<file path="src/logic/vid_config.svh">
/*
  sizes shared by the colour mixing stage
  include wherever a palette, pixel or colour width is needed
*/
`ifndef VID_CONFIG_SVH
`define VID_CONFIG_SVH

// palette byte address, 256 bytes in total
`define PAL_AW 8

// number of palette bytes
`define PAL_DEPTH (1 << `PAL_AW)

// layer pixel width
// bits 3:0 hold the colour nibble, bit 4 the priority flag
`define PIX_W 7

// bits per colour component
`define COL_W 5

// assembled colour, blue then green then red
`define RGB_W (3 * `COL_W)

`endif

</file>
<file path="src/logic/vid_pkg.sv">
/*
  types shared by the palette, priority and mixer blocks
  refer to them by scoped name, e.g. vid_pkg::color_t
*/
`include "vid_config.svh"

package vid_pkg;

    // one colour component
    typedef logic [`COL_W-1:0] color_t;

    // palette entry index, one entry spans two bytes
    typedef logic [`PIX_W-1:0] pal_index_t;

    // palette data byte as seen by the cpu and the video port
    typedef logic [7:0] pal_byte_t;

    // apb slave states
    // reads spend one extra cycle in READ_WAIT
    typedef enum logic {
        IDLE,
        READ_WAIT
    } apb_state_t;

    // which graphics layer wins the pixel
    typedef enum logic {
        LAYER1,
        LAYER2
    } layer_t;

endpackage

</file>
<file path="src/logic/colmix.sv">
/*
  fetches the two palette bytes of the latched index and builds a 15-bit colour
  colour and delayed blanking leave two pixel strobes after the pixel is sampled
*/
`timescale 1ns/1ps
`include "vid_config.svh"

module colmix (
    input  logic                   clk,
    input  logic                   rst,
    input  logic                   pxl_cen,
    input  logic                   lhbl,
    input  logic                   lvbl,
    input  vid_pkg::pal_index_t    pix_index,
    // palette ram video port
    output logic [`PAL_AW-1:0]     vid_addr,
    input  vid_pkg::pal_byte_t     vid_rdata,
    // video out
    output logic                   lhbl_dly,
    output logic                   lvbl_dly,
    output vid_pkg::color_t        red,
    output vid_pkg::color_t        green,
    output vid_pkg::color_t        blue
);

    logic             pal_half;
    logic             half_q;
    logic [`RGB_W-1:0] col_q;
    logic             hbl_s1;
    logic             vbl_s1;
    logic             hbl_s2;
    logic             vbl_s2;

    // byte 2i is the high byte, 2i+1 the low byte
    assign vid_addr = {pix_index, pal_half};

    // half is 0 right after the strobe, then 1 on the next strobe cycle
    // so the high byte goes out first
    always_ff @(posedge clk) begin
        if (rst) begin
            pal_half <= 1'b0;
            half_q   <= 1'b0;
        end else begin
            if (pxl_cen) begin
                pal_half <= 1'b0;
            end else begin
                pal_half <= ~pal_half;
            end
            // which byte the ram returns next cycle
            half_q <= pal_half;
        end
    end

    // high byte: unused bit, blue, top two bits of green
    // low byte: low three bits of green, red
    // {blue, green, red} lines up with the two bytes minus the unused bit
    always_ff @(posedge clk) begin
        if (!half_q) begin
            col_q[`RGB_W-1:8] <= vid_rdata[6:0];
        end else begin
            col_q[7:0] <= vid_rdata;
        end
    end

    // blanking pipeline, two strobes deep to match the colour
    always_ff @(posedge clk) begin
        if (rst) begin
            hbl_s1   <= 1'b0;
            vbl_s1   <= 1'b0;
            hbl_s2   <= 1'b0;
            vbl_s2   <= 1'b0;
            lhbl_dly <= 1'b0;
            lvbl_dly <= 1'b0;
        end else if (pxl_cen) begin
            hbl_s1   <= lhbl;
            vbl_s1   <= lvbl;
            hbl_s2   <= hbl_s1;
            vbl_s2   <= vbl_s1;
            lhbl_dly <= hbl_s2;
            lvbl_dly <= vbl_s2;
        end
    end

    // output stage, black while either blank is active
    always_ff @(posedge clk) begin
        if (rst) begin
            red   <= '0;
            green <= '0;
            blue  <= '0;
        end else if (pxl_cen) begin
            if (!hbl_s2 || !vbl_s2) begin
                {blue, green, red} <= '0;
            end else begin
                {blue, green, red} <= col_q;
            end
        end
    end

endmodule

</file>
<file path="src/logic/layer_prio.sv">
/*
  two-layer priority chooser
  the winning pixel is latched as palette index on every pixel strobe
*/
`timescale 1ns/1ps
`include "vid_config.svh"

module layer_prio (
    input  logic                   clk,
    input  logic                   rst,
    input  logic                   pxl_cen,
    input  logic [`PIX_W-1:0]      gfx1_pxl,
    input  logic [`PIX_W-1:0]      gfx2_pxl,
    output vid_pkg::pal_index_t    pix_index
);

    vid_pkg::layer_t     layer_sel;
    vid_pkg::pal_index_t pix_mux;

    // layer 2 wins when layer 1 is transparent
    // or when layer 2 carries its priority flag
    always_comb begin
        if (gfx1_pxl[3:0] == 4'h0 || gfx2_pxl[4]) begin
            layer_sel = vid_pkg::LAYER2;
        end else begin
            layer_sel = vid_pkg::LAYER1;
        end
    end

    always_comb begin
        case (layer_sel)
            vid_pkg::LAYER2: pix_mux = gfx2_pxl;
            default:         pix_mux = gfx1_pxl;
        endcase
    end

    // index stays put between strobes while colmix reads its two bytes
    always_ff @(posedge clk) begin
        if (rst) begin
            pix_index <= '0;
        end else if (pxl_cen) begin
            pix_index <= pix_mux;
        end
    end

endmodule

</file>
<file path="src/logic/pal_apb.sv">
/*
  apb slave in front of the palette ram
  writes complete with no wait, reads take one wait state
  every address in the 8-bit range maps to a palette byte
*/
`timescale 1ns/1ps
`include "vid_config.svh"

module pal_apb (
    input  logic                   clk,
    input  logic                   rst,
    // apb bus
    input  logic                   psel,
    input  logic                   penable,
    input  logic                   pwrite,
    input  logic [`PAL_AW-1:0]     paddr,
    input  vid_pkg::pal_byte_t     pwdata,
    output vid_pkg::pal_byte_t     prdata,
    output logic                   pready,
    // palette ram cpu port
    output logic [`PAL_AW-1:0]     cpu_addr,
    output vid_pkg::pal_byte_t     cpu_wdata,
    output logic                   cpu_we,
    input  vid_pkg::pal_byte_t     cpu_rdata
);

    vid_pkg::apb_state_t state;
    vid_pkg::apb_state_t state_nxt;
    logic                access;
    logic                wr_go;
    logic                rd_go;

    // access phase of a transfer
    assign access = psel & penable;

    // first access cycle decides the kind of transfer
    assign wr_go = access & pwrite & (state == vid_pkg::IDLE);
    assign rd_go = access & ~pwrite & (state == vid_pkg::IDLE);

    // address and data go straight to the ram
    // the master holds them until pready
    assign cpu_addr  = paddr;
    assign cpu_wdata = pwdata;
    assign cpu_we    = wr_go;

    // write: ready in the first access cycle
    // read: ready once the ram data is back
    assign pready = wr_go | (state == vid_pkg::READ_WAIT);

    // ram output is valid only in the wait cycle
    assign prdata = (state == vid_pkg::READ_WAIT) ? cpu_rdata : '0;

    always_comb begin
        state_nxt = state;
        case (state)
            vid_pkg::IDLE: begin
                // read issued this cycle, data next cycle
                if (rd_go) begin
                    state_nxt = vid_pkg::READ_WAIT;
                end
            end
            vid_pkg::READ_WAIT: begin
                state_nxt = vid_pkg::IDLE;
            end
            default: begin
                state_nxt = vid_pkg::IDLE;
            end
        endcase
    end

    always_ff @(posedge clk) begin
        if (rst) begin
            state <= vid_pkg::IDLE;
        end else begin
            state <= state_nxt;
        end
    end

endmodule

</file>
<file path="src/logic/pal_ram.sv">
/*
  256 x 8 palette memory
  cpu port reads and writes, video port only reads
  both reads return data one clock after the address
*/
`timescale 1ns/1ps
`include "vid_config.svh"

module pal_ram (
    input  logic                   clk,
    // cpu port
    input  logic [`PAL_AW-1:0]     cpu_addr,
    input  vid_pkg::pal_byte_t     cpu_wdata,
    input  logic                   cpu_we,
    output vid_pkg::pal_byte_t     cpu_rdata,
    // video port
    input  logic [`PAL_AW-1:0]     vid_addr,
    output vid_pkg::pal_byte_t     vid_rdata
);

    vid_pkg::pal_byte_t mem [0:`PAL_DEPTH-1];

    // cpu side
    // read-before-write, so a write cycle returns the old byte
    always_ff @(posedge clk) begin
        if (cpu_we) begin
            mem[cpu_addr] <= cpu_wdata;
        end
        cpu_rdata <= mem[cpu_addr];
    end

    // video side, read only
    always_ff @(posedge clk) begin
        vid_rdata <= mem[vid_addr];
    end

endmodule

</file>
<file path="src/logic/vid_colmix_top.sv">
/*
  colour mixing stage top level
  cpu loads the palette over apb, video side turns layer pixels into rgb
*/
`timescale 1ns/1ps
`include "vid_config.svh"

module vid_colmix_top (
    input  logic                   clk,
    input  logic                   rst,
    // apb
    input  logic                   psel,
    input  logic                   penable,
    input  logic                   pwrite,
    input  logic [`PAL_AW-1:0]     paddr,
    input  vid_pkg::pal_byte_t     pwdata,
    output vid_pkg::pal_byte_t     prdata,
    output logic                   pready,
    // pixel side
    input  logic                   pxl_cen,
    input  logic                   lhbl,
    input  logic                   lvbl,
    input  logic [`PIX_W-1:0]      gfx1_pxl,
    input  logic [`PIX_W-1:0]      gfx2_pxl,
    output logic                   lhbl_dly,
    output logic                   lvbl_dly,
    output vid_pkg::color_t        red,
    output vid_pkg::color_t        green,
    output vid_pkg::color_t        blue
);

    // cpu port of the palette
    logic [`PAL_AW-1:0]  cpu_addr;
    vid_pkg::pal_byte_t  cpu_wdata;
    logic                cpu_we;
    vid_pkg::pal_byte_t  cpu_rdata;
    // video port of the palette
    logic [`PAL_AW-1:0]  vid_addr;
    vid_pkg::pal_byte_t  vid_rdata;
    // chosen palette index
    vid_pkg::pal_index_t pix_index;

    pal_apb u_apb (
        .clk       (clk),
        .rst       (rst),
        .psel      (psel),
        .penable   (penable),
        .pwrite    (pwrite),
        .paddr     (paddr),
        .pwdata    (pwdata),
        .prdata    (prdata),
        .pready    (pready),
        .cpu_addr  (cpu_addr),
        .cpu_wdata (cpu_wdata),
        .cpu_we    (cpu_we),
        .cpu_rdata (cpu_rdata)
    );

    pal_ram u_ram (
        .clk       (clk),
        .cpu_addr  (cpu_addr),
        .cpu_wdata (cpu_wdata),
        .cpu_we    (cpu_we),
        .cpu_rdata (cpu_rdata),
        .vid_addr  (vid_addr),
        .vid_rdata (vid_rdata)
    );

    layer_prio u_prio (
        .clk       (clk),
        .rst       (rst),
        .pxl_cen   (pxl_cen),
        .gfx1_pxl  (gfx1_pxl),
        .gfx2_pxl  (gfx2_pxl),
        .pix_index (pix_index)
    );

    colmix u_colmix (
        .clk       (clk),
        .rst       (rst),
        .pxl_cen   (pxl_cen),
        .lhbl      (lhbl),
        .lvbl      (lvbl),
        .pix_index (pix_index),
        .vid_addr  (vid_addr),
        .vid_rdata (vid_rdata),
        .lhbl_dly  (lhbl_dly),
        .lvbl_dly  (lvbl_dly),
        .red       (red),
        .green     (green),
        .blue      (blue)
    );

endmodule

</file>
<file path="config.mk">
export PLATFORM = sky130hd
export DESIGN_NAME = vid_colmix_top
export DESIGN_NICKNAME = d
export VERILOG_FILES = /design/src/logic/vid_pkg.sv /design/src/logic/colmix.sv /design/src/logic/layer_prio.sv /design/src/logic/pal_apb.sv /design/src/logic/pal_ram.sv /design/src/logic/vid_colmix_top.sv
export VERILOG_INCLUDE_DIRS = /design/src /design/src/logic
export SDC_FILE = /design/constraint.sdc
export NUM_CORES = 2
export LEC_CHECK = 0
export ABC_CLOCK_PERIOD_IN_PS = 3020
export BUFFER_PORTS_ARGS = -buffer_cell sky130_fd_sc_hd__buf_4
export CORE_AREA = 2 2 706 427
export CTS_CLUSTER_SIZE = 25
export DETAILED_ROUTE_END_ITERATION = 7
export DIE_AREA = 0 0 708 429
export PLACE_DENSITY = 0.51
export SLEW_MARGIN = 30
export SYNTH_ARGS = -nofsm -noshare
export SYNTH_HDL_FRONTEND = slang
export SYNTH_SLANG_ARGS = --single-unit
</file>
<file path="constraint.sdc">
create_clock -name clk -period 3.02 [get_ports clk]
set_clock_uncertainty 0.2 [all_clocks]
set_input_delay 0 -clock clk [delete_from_list [all_inputs] [get_ports clk]]
set_output_delay 0 -clock clk [all_outputs]
set_load 0.01 [all_outputs]
</file>
After elaboration in Yosys (flattened, before gate mapping). Memory sizes are Yosys's and may differ from the RTL's. A register that Yosys moved wholly into a read port is not among the register bits. Cells that the tools add are included.

Input port bits: 38. Register bits: 46. Memories: 1. Word-level logic and storage cells: 41. Output and inout port bits: 26. Bits in read-only memories: 0. RAM bits: 2048. Bits in latches: 0.

Add/sub/neg operators: 0. Bitwise gates (word level): 9. Shift operators: 0. Multiplexer cells: 10. Div/mod/pow operators: 0. Equality and inequality tests: 0. $mul: 0. $lt $le $gt $ge: 0. Reductions and logical operators: 6.

Memory list: u_ram.mem (depth 256, width 8, rd ports 2, clocked after memory_dff 2, wr ports 1, line pal_ram.sv:21) `` vid_pkg::pal_byte_t mem [0:`PAL_DEPTH-1]; ``.

Operators with widths (count): two-way mux 5 bit (3); two-way mux 8 bit (1); two-way mux 7 bit (1); AND 1 bit (5); zero test 4 bit (1); two-way mux 1 bit (4); inverter 1 bit (3); zero test 1 bit (2); logical OR 1 bit (2); case mux 1 bit (2 select lines) (1); OR reduction 2 bit (1); OR 1 bit (1).

Longest topological paths before layout.
Depth in word-level cells: 5. Mapped depth: 12. Depth with buffers taken out: 6.

By module. Synthesis repeated with hierarchy kept, for this count alone.

Cells, all modules: 5004. Area total of the unflattened synthesis: 98309.3 µm².

By module, submodules not included: pal_ram (area an instance 96204.8 µm², cells each 4820, times used 1, sequential area each 61819.3 µm²); colmix (area an instance 1510.2 µm², cells each 116, times used 1, sequential area each 910.9 µm²); layer_prio (area an instance 347.8 µm², cells each 38, times used 1, sequential area each 140.1 µm²); pal_apb (area an instance 246.5 µm², cells each 30, times used 1, sequential area each 20.0 µm²).

Worst setup path before layout. No wires, ideal clock.

Path type: input-to-reg. From: in paddr[0]. To: mem u_ram.mem[140][0] in the netlist's numbering, enable pin. Arrival time: 2.209 ns. Cell stages on the path: 10. Path slack: 0.241 ns. Data required time: 2.450 ns. Setup time: 0.370 ns. Path buffers: 7. Cells stage by stage: buf_6 buf_6 buf_6 buf_6 buf_6 buf_4 nor4_1 nand3_1 buf_2 nor2_1.

RTL lines: start, declared (line vid_colmix_top.sv:15) `` input logic [`PAL_AW-1:0] paddr, ``; end, declared (line pal_ram.sv:21).

No word-level cell before the write port.

==> impl_table.tex <==
\begin{tabular}{lr}
\hline
Metric & Value \\
\hline
\multicolumn{2}{l}{\textbf{Min path}} \\
Number of cells on the worst hold path & 2 \\
Class of the tightest hold or removal check & input pin to flip-flop \\
\multicolumn{2}{l}{\textbf{Timing}} \\
Max Slew Vio Count & 0 \\
Setup repair after global routing missed its margin & true \\
Highest achievable clock rate & 294 MHz \\
Crit path time final & 3.40 ns \\
Post-route fraction of the period consumed by the critical path & 113\% \\
Final hold slack & -0.0187 ns \\
Worst Tran Pin Value & 1.26 ns \\
Count of final hold-check violations & 4 \\
Final count of negative-setup-slack endpoints & 8 \\
Minimum setup slack in the final design & -0.381 ns \\
Headroom to the max-slew limit & 16.2\% \\
\multicolumn{2}{l}{\textbf{Synth}} \\
Post-Synthesis Mean Instance Area & 20.1 sq um \\
Seq/Total Area, Yosys & 64.4\% \\
Total of flip-flops plus latches after synthesis & 2110 \\
Cell variety after synth & 61 \\
Number of flops mapped to enable cells by yosys & 2063 \\
Synthesized Nets & 4911 \\
Yosys warns & 0 \\
Number of standard cells after synthesis & 4873 \\
Netlist area before placement & 97700 sq um \\
Post-synthesis async set-or-reset flop share & 0\% \\
Most used DFF post-synth & sky130\_fd\_sc\_hd\_\_edfxtp\_1 \\
\multicolumn{2}{l}{\textbf{Setup path}} \\
Maximum fanout encountered on the critical timing path & 7 \\
Critical path data required time & 3.57 ns \\
Capturing element type of the critical path & flip-flop \\
Arrival time at the worst endpoint & 3.95 ns \\
Startpoint Class & flip-flop \\
Number of cells on the worst reg-to-reg path & 10 \\
Startpoint-to-endpoint class of the critical path & flip-flop to flip-flop \\
\multicolumn{2}{l}{\textbf{Drt}} \\
Drt wl/cell & 38.6 um \\
Routed wire length & 386000 um \\
Ratio of routed vias to standard cells & 6.16 \\
Pre-Repair DR Iteration Count & 6 \\
DRC & 0 \\
Via count & 61.6k \\
Number of routed nets with antenna violations & 0 \\
DR iter-0 viols & 11.0k \\
\multicolumn{2}{l}{\textbf{GRT}} \\
Pin count of the biggest net entering global routing & 100 \\
Via count of the first global-routing pass & 57.8k \\
Wire length of the first global-routing pass & 514000 um \\
Total congestion overflow after global routing & 0 \\
Total track usage & 24.7\% \\
Initial antenna violation count & 29 \\
\multicolumn{2}{l}{\textbf{Floorplan}} \\
Total core area & 297000 sq um \\
Area of the die & 304000 sq um \\
Placement Rows & 155 \\
I/O Pins & 64 \\
Initial standard-cell utilization of the core & 33.0\% \\
Die Span Y & 429 um \\
Die span in x & 708 um \\
\multicolumn{2}{l}{\textbf{Clock network}} \\
Insertion delay to the later sink of the worst-skew pair & 0.92 ns \\
H-Tree Depth & 4 \\
Clock Pin Slew Worst Setup and Hold Paths & 0.06 ns \\
Clock tree from TritonCTS & yes \\
Sink count of the clock tree & 2110 \\
Buffers from clock root to sink, at most & 4 \\
Number of clock buffers inserted by TritonCTS & 211 \\
Buffer type at the clock tree root & sky130\_fd\_sc\_hd\_\_clkbuf\_16 \\
\multicolumn{2}{l}{\textbf{Placed design}} \\
Port bufs & 63 \\
Cell area after placement & 111000 sq um \\
GP Congestion & 0.976 \\
Place WS & -0.729 ns \\
Hpwl dp & 275000 um \\
Number of placed instances with taps included & 9485 \\
\multicolumn{2}{l}{\textbf{Final layout}} \\
Net count, final & 5927 \\
Synthesis-to-layout area growth & 23.0\% \\
Number of cells in the finished layout apart from fillers & 9995 \\
Share of layout cells above drive strength 1 & 44.2\% \\
Layout Cell Area excl Fill & 120000 sq um \\
\multicolumn{2}{l}{\textbf{Pwr}} \\
P per Cell Area & 562 nW/um\^{}2 \\
Leakage dissipation & 0.0388 uW \\
Worst vdd ir & 451 uV \\
\multicolumn{2}{l}{\textbf{Run status}} \\
Violations in the final reports & hold timing, setup timing \\
Status & finished, violations left \\
\multicolumn{2}{l}{\textbf{Flow run}} \\
Number of maximum-capacitance constraint violations & 0 \\
\hline
\end{tabular}
==> through the flow <==
step | total power (uW) | utilization (%) | hold WS [ns] | TNS (ns)
2_1_floorplan | 36200 | - | -0.124 | 0
3_3_place_gp | 40200 | 37.4 | -0.0234 | -7.18
3_5_place_dp | 40200 | 37.4 | -0.0258 | -6.06
4_1_cts | 67400 | 40.1 | 0.00443 | -2.99
5_1_grt | 69100 | 40.5 | 0.00737 | -2.60
6_report | 67600 | 40.5 | -0.0187 | -2.59
==> report_power, final <==
part | switching, uW | internal (uW) | leakage [uW]
Sequential | 184 | 32200 | 0.0189
Clock | 12100 | 15200 | 0.00339
Combinational | 4620 | 3220 | 0.0164
Total | 16900 | 50700 | 0.0388
==> cell usage in the layout (no fill, tap or decap), types with 53 or more instances in the layout <==
| master | Yosys | routed |
|---|---|---|
| sky130_fd_sc_hd__o22ai_1 | 99 | 91 |
| sky130_fd_sc_hd__dlygate4sd3_1 | 0 | 56 |
| sky130_fd_sc_hd__mux2i_1 | 314 | 312 |
| sky130_fd_sc_hd__buf_12 | 0 | 176 |
| sky130_fd_sc_hd__nand2_1 | 108 | 87 |
| sky130_fd_sc_hd__a21oi_1 | 56 | 53 |
| sky130_fd_sc_hd__o221ai_1 | 84 | 80 |
| sky130_fd_sc_hd__mux4_2 | 1069 | 1069 |
| sky130_fd_sc_hd__buf_4 | 41 | 917 |
| sky130_fd_sc_hd__clkbuf_16 | 0 | 217 |
| sky130_fd_sc_hd__nor2_1 | 287 | 269 |
| sky130_fd_sc_hd__edfxtp_1 | 2063 | 2063 |
==> layer usage <==
metal | share of wire [%] | track usage [%] | vias to the layer above | wire (um)
met3 | 15 | 8.87 | 509 | 56000
met2 | 39 | 31.4 | 4277 | 149000
met5 | 0.0034 | 0 | - | 13
li1 | - | - | 23200 | -
met1 | 44 | 39.2 | 33600 | 170000
met4 | 2.9 | 6.24 | 2 | 11300
==> worst paths after layout <==
path,startpoint,slack (ns),to
min reg2reg,u_colmix.col_q[0],0.26,u_colmix.red[0]
max reg2reg,u_colmix.pal_half,-0.38,u_ram.vid_rdata[7]
max,u_colmix.pal_half,-0.38,u_ram.vid_rdata[7]
min,pwdata[0],-0.02,u_ram.mem[180][0]
==> synthesized netlist by cell type, types with 5 or more instances <==
cell type	instances	area (sq um)
sky130_fd_sc_hd__a211o_1	7	61.3
sky130_fd_sc_hd__a211oi_1	23	173
sky130_fd_sc_hd__a21oi_1	56	280
sky130_fd_sc_hd__a22o_1	22	193
sky130_fd_sc_hd__a22oi_1	10	75.1
sky130_fd_sc_hd__and2_1	9	56.3
sky130_fd_sc_hd__buf_1	36	135
sky130_fd_sc_hd__buf_2	120	601
sky130_fd_sc_hd__buf_4	41	308
sky130_fd_sc_hd__buf_6	33	372
sky130_fd_sc_hd__clkbuf_1	160	601
sky130_fd_sc_hd__dfxtp_1	47	941
sky130_fd_sc_hd__edfxtp_1	2063	61900
sky130_fd_sc_hd__mux2_2	17	191
sky130_fd_sc_hd__mux2i_1	314	3140
sky130_fd_sc_hd__mux4_2	1069	24100
sky130_fd_sc_hd__nand2_1	108	405
sky130_fd_sc_hd__nand2b_1	21	131
sky130_fd_sc_hd__nand3_1	43	215
sky130_fd_sc_hd__nand3b_1	6	45.0
sky130_fd_sc_hd__nand4_1	8	50.1
sky130_fd_sc_hd__nor2_1	287	1080
sky130_fd_sc_hd__nor2b_1	15	93.8
sky130_fd_sc_hd__nor3_1	48	240
sky130_fd_sc_hd__nor4_1	33	206
sky130_fd_sc_hd__o221ai_1	84	736
sky130_fd_sc_hd__o22ai_1	99	619
sky130_fd_sc_hd__o31ai_1	16	120
sky130_fd_sc_hd__o32ai_1	9	78.8
sky130_fd_sc_hd__or2_2	5	31.3
==> sequential cells by signal, summed over array words and instances, names as in the netlist <==
signal             cells
u_colmix.lvbl_dly      1
u_colmix.col_q        15
u_colmix.green         5
u_prio.pix_index       7
u_colmix.pal_half      1
u_colmix.blue          5
u_colmix.lhbl_dly      1
u_colmix.hbl_s1        1
u_colmix.hbl_s2        1
u_ram.vid_rdata        8
u_colmix.half_q        1
u_ram.cpu_rdata        8
u_apb.state            1
u_colmix.vbl_s2        1
u_colmix.red           5
u_colmix.vbl_s1        1
u_ram.mem           2048
==> critical path, cell delays in order, from the launching register on <==
cell and delay, ns:
sky130_fd_sc_hd__dfxtp_4 0.45, sky130_fd_sc_hd__buf_12 0.22, sky130_fd_sc_hd__buf_6 0.13, sky130_fd_sc_hd__buf_12 0.09, sky130_fd_sc_hd__buf_12 0.11, sky130_fd_sc_hd__mux4_2 0.53, sky130_fd_sc_hd__mux4_2 0.59, sky130_fd_sc_hd__nand3_2 0.16
sky130_fd_sc_hd__o31ai_4 0.12, sky130_fd_sc_hd__nor4_4 0.48, sky130_fd_sc_hd__nor4_2 0.11
==> logic make-up (layout without fill, tap and decap cells) <==
logic type             after synthesis  after routing  synth area share [%]
buffers and inverters              399           1585                  2.11
AOI/OAI and AO/OA                  361            361                  2.70
DFF                               2110           2110                  64.4
muxes                             1400           1400                  28.1
other                                0             11                     0
and+or+nand+nor                    603            603                  2.78
==> timing repair <==
action,4_1_cts,5_1_grt
pin swaps,2,21
hold endpoints to repair,2433,10
buffers inserted,1,50
cloned,2,5
hold buffers,59,1
resized for setup,56,121
setup endpoints to repair,9,17
==> cell type report <==
cell class	count	area [sq um]
fill	26200	176000
sequential	2110	62900
multi-input combinational	2364	33500
timing repair buffer	1194	11800
clock buffer	257	5590
tap	3925	4910
clock inverter	126	1320
inverter	8	50.0
antenna	11	27.5
Note: power is estimated with default switching activity, not from simulation.
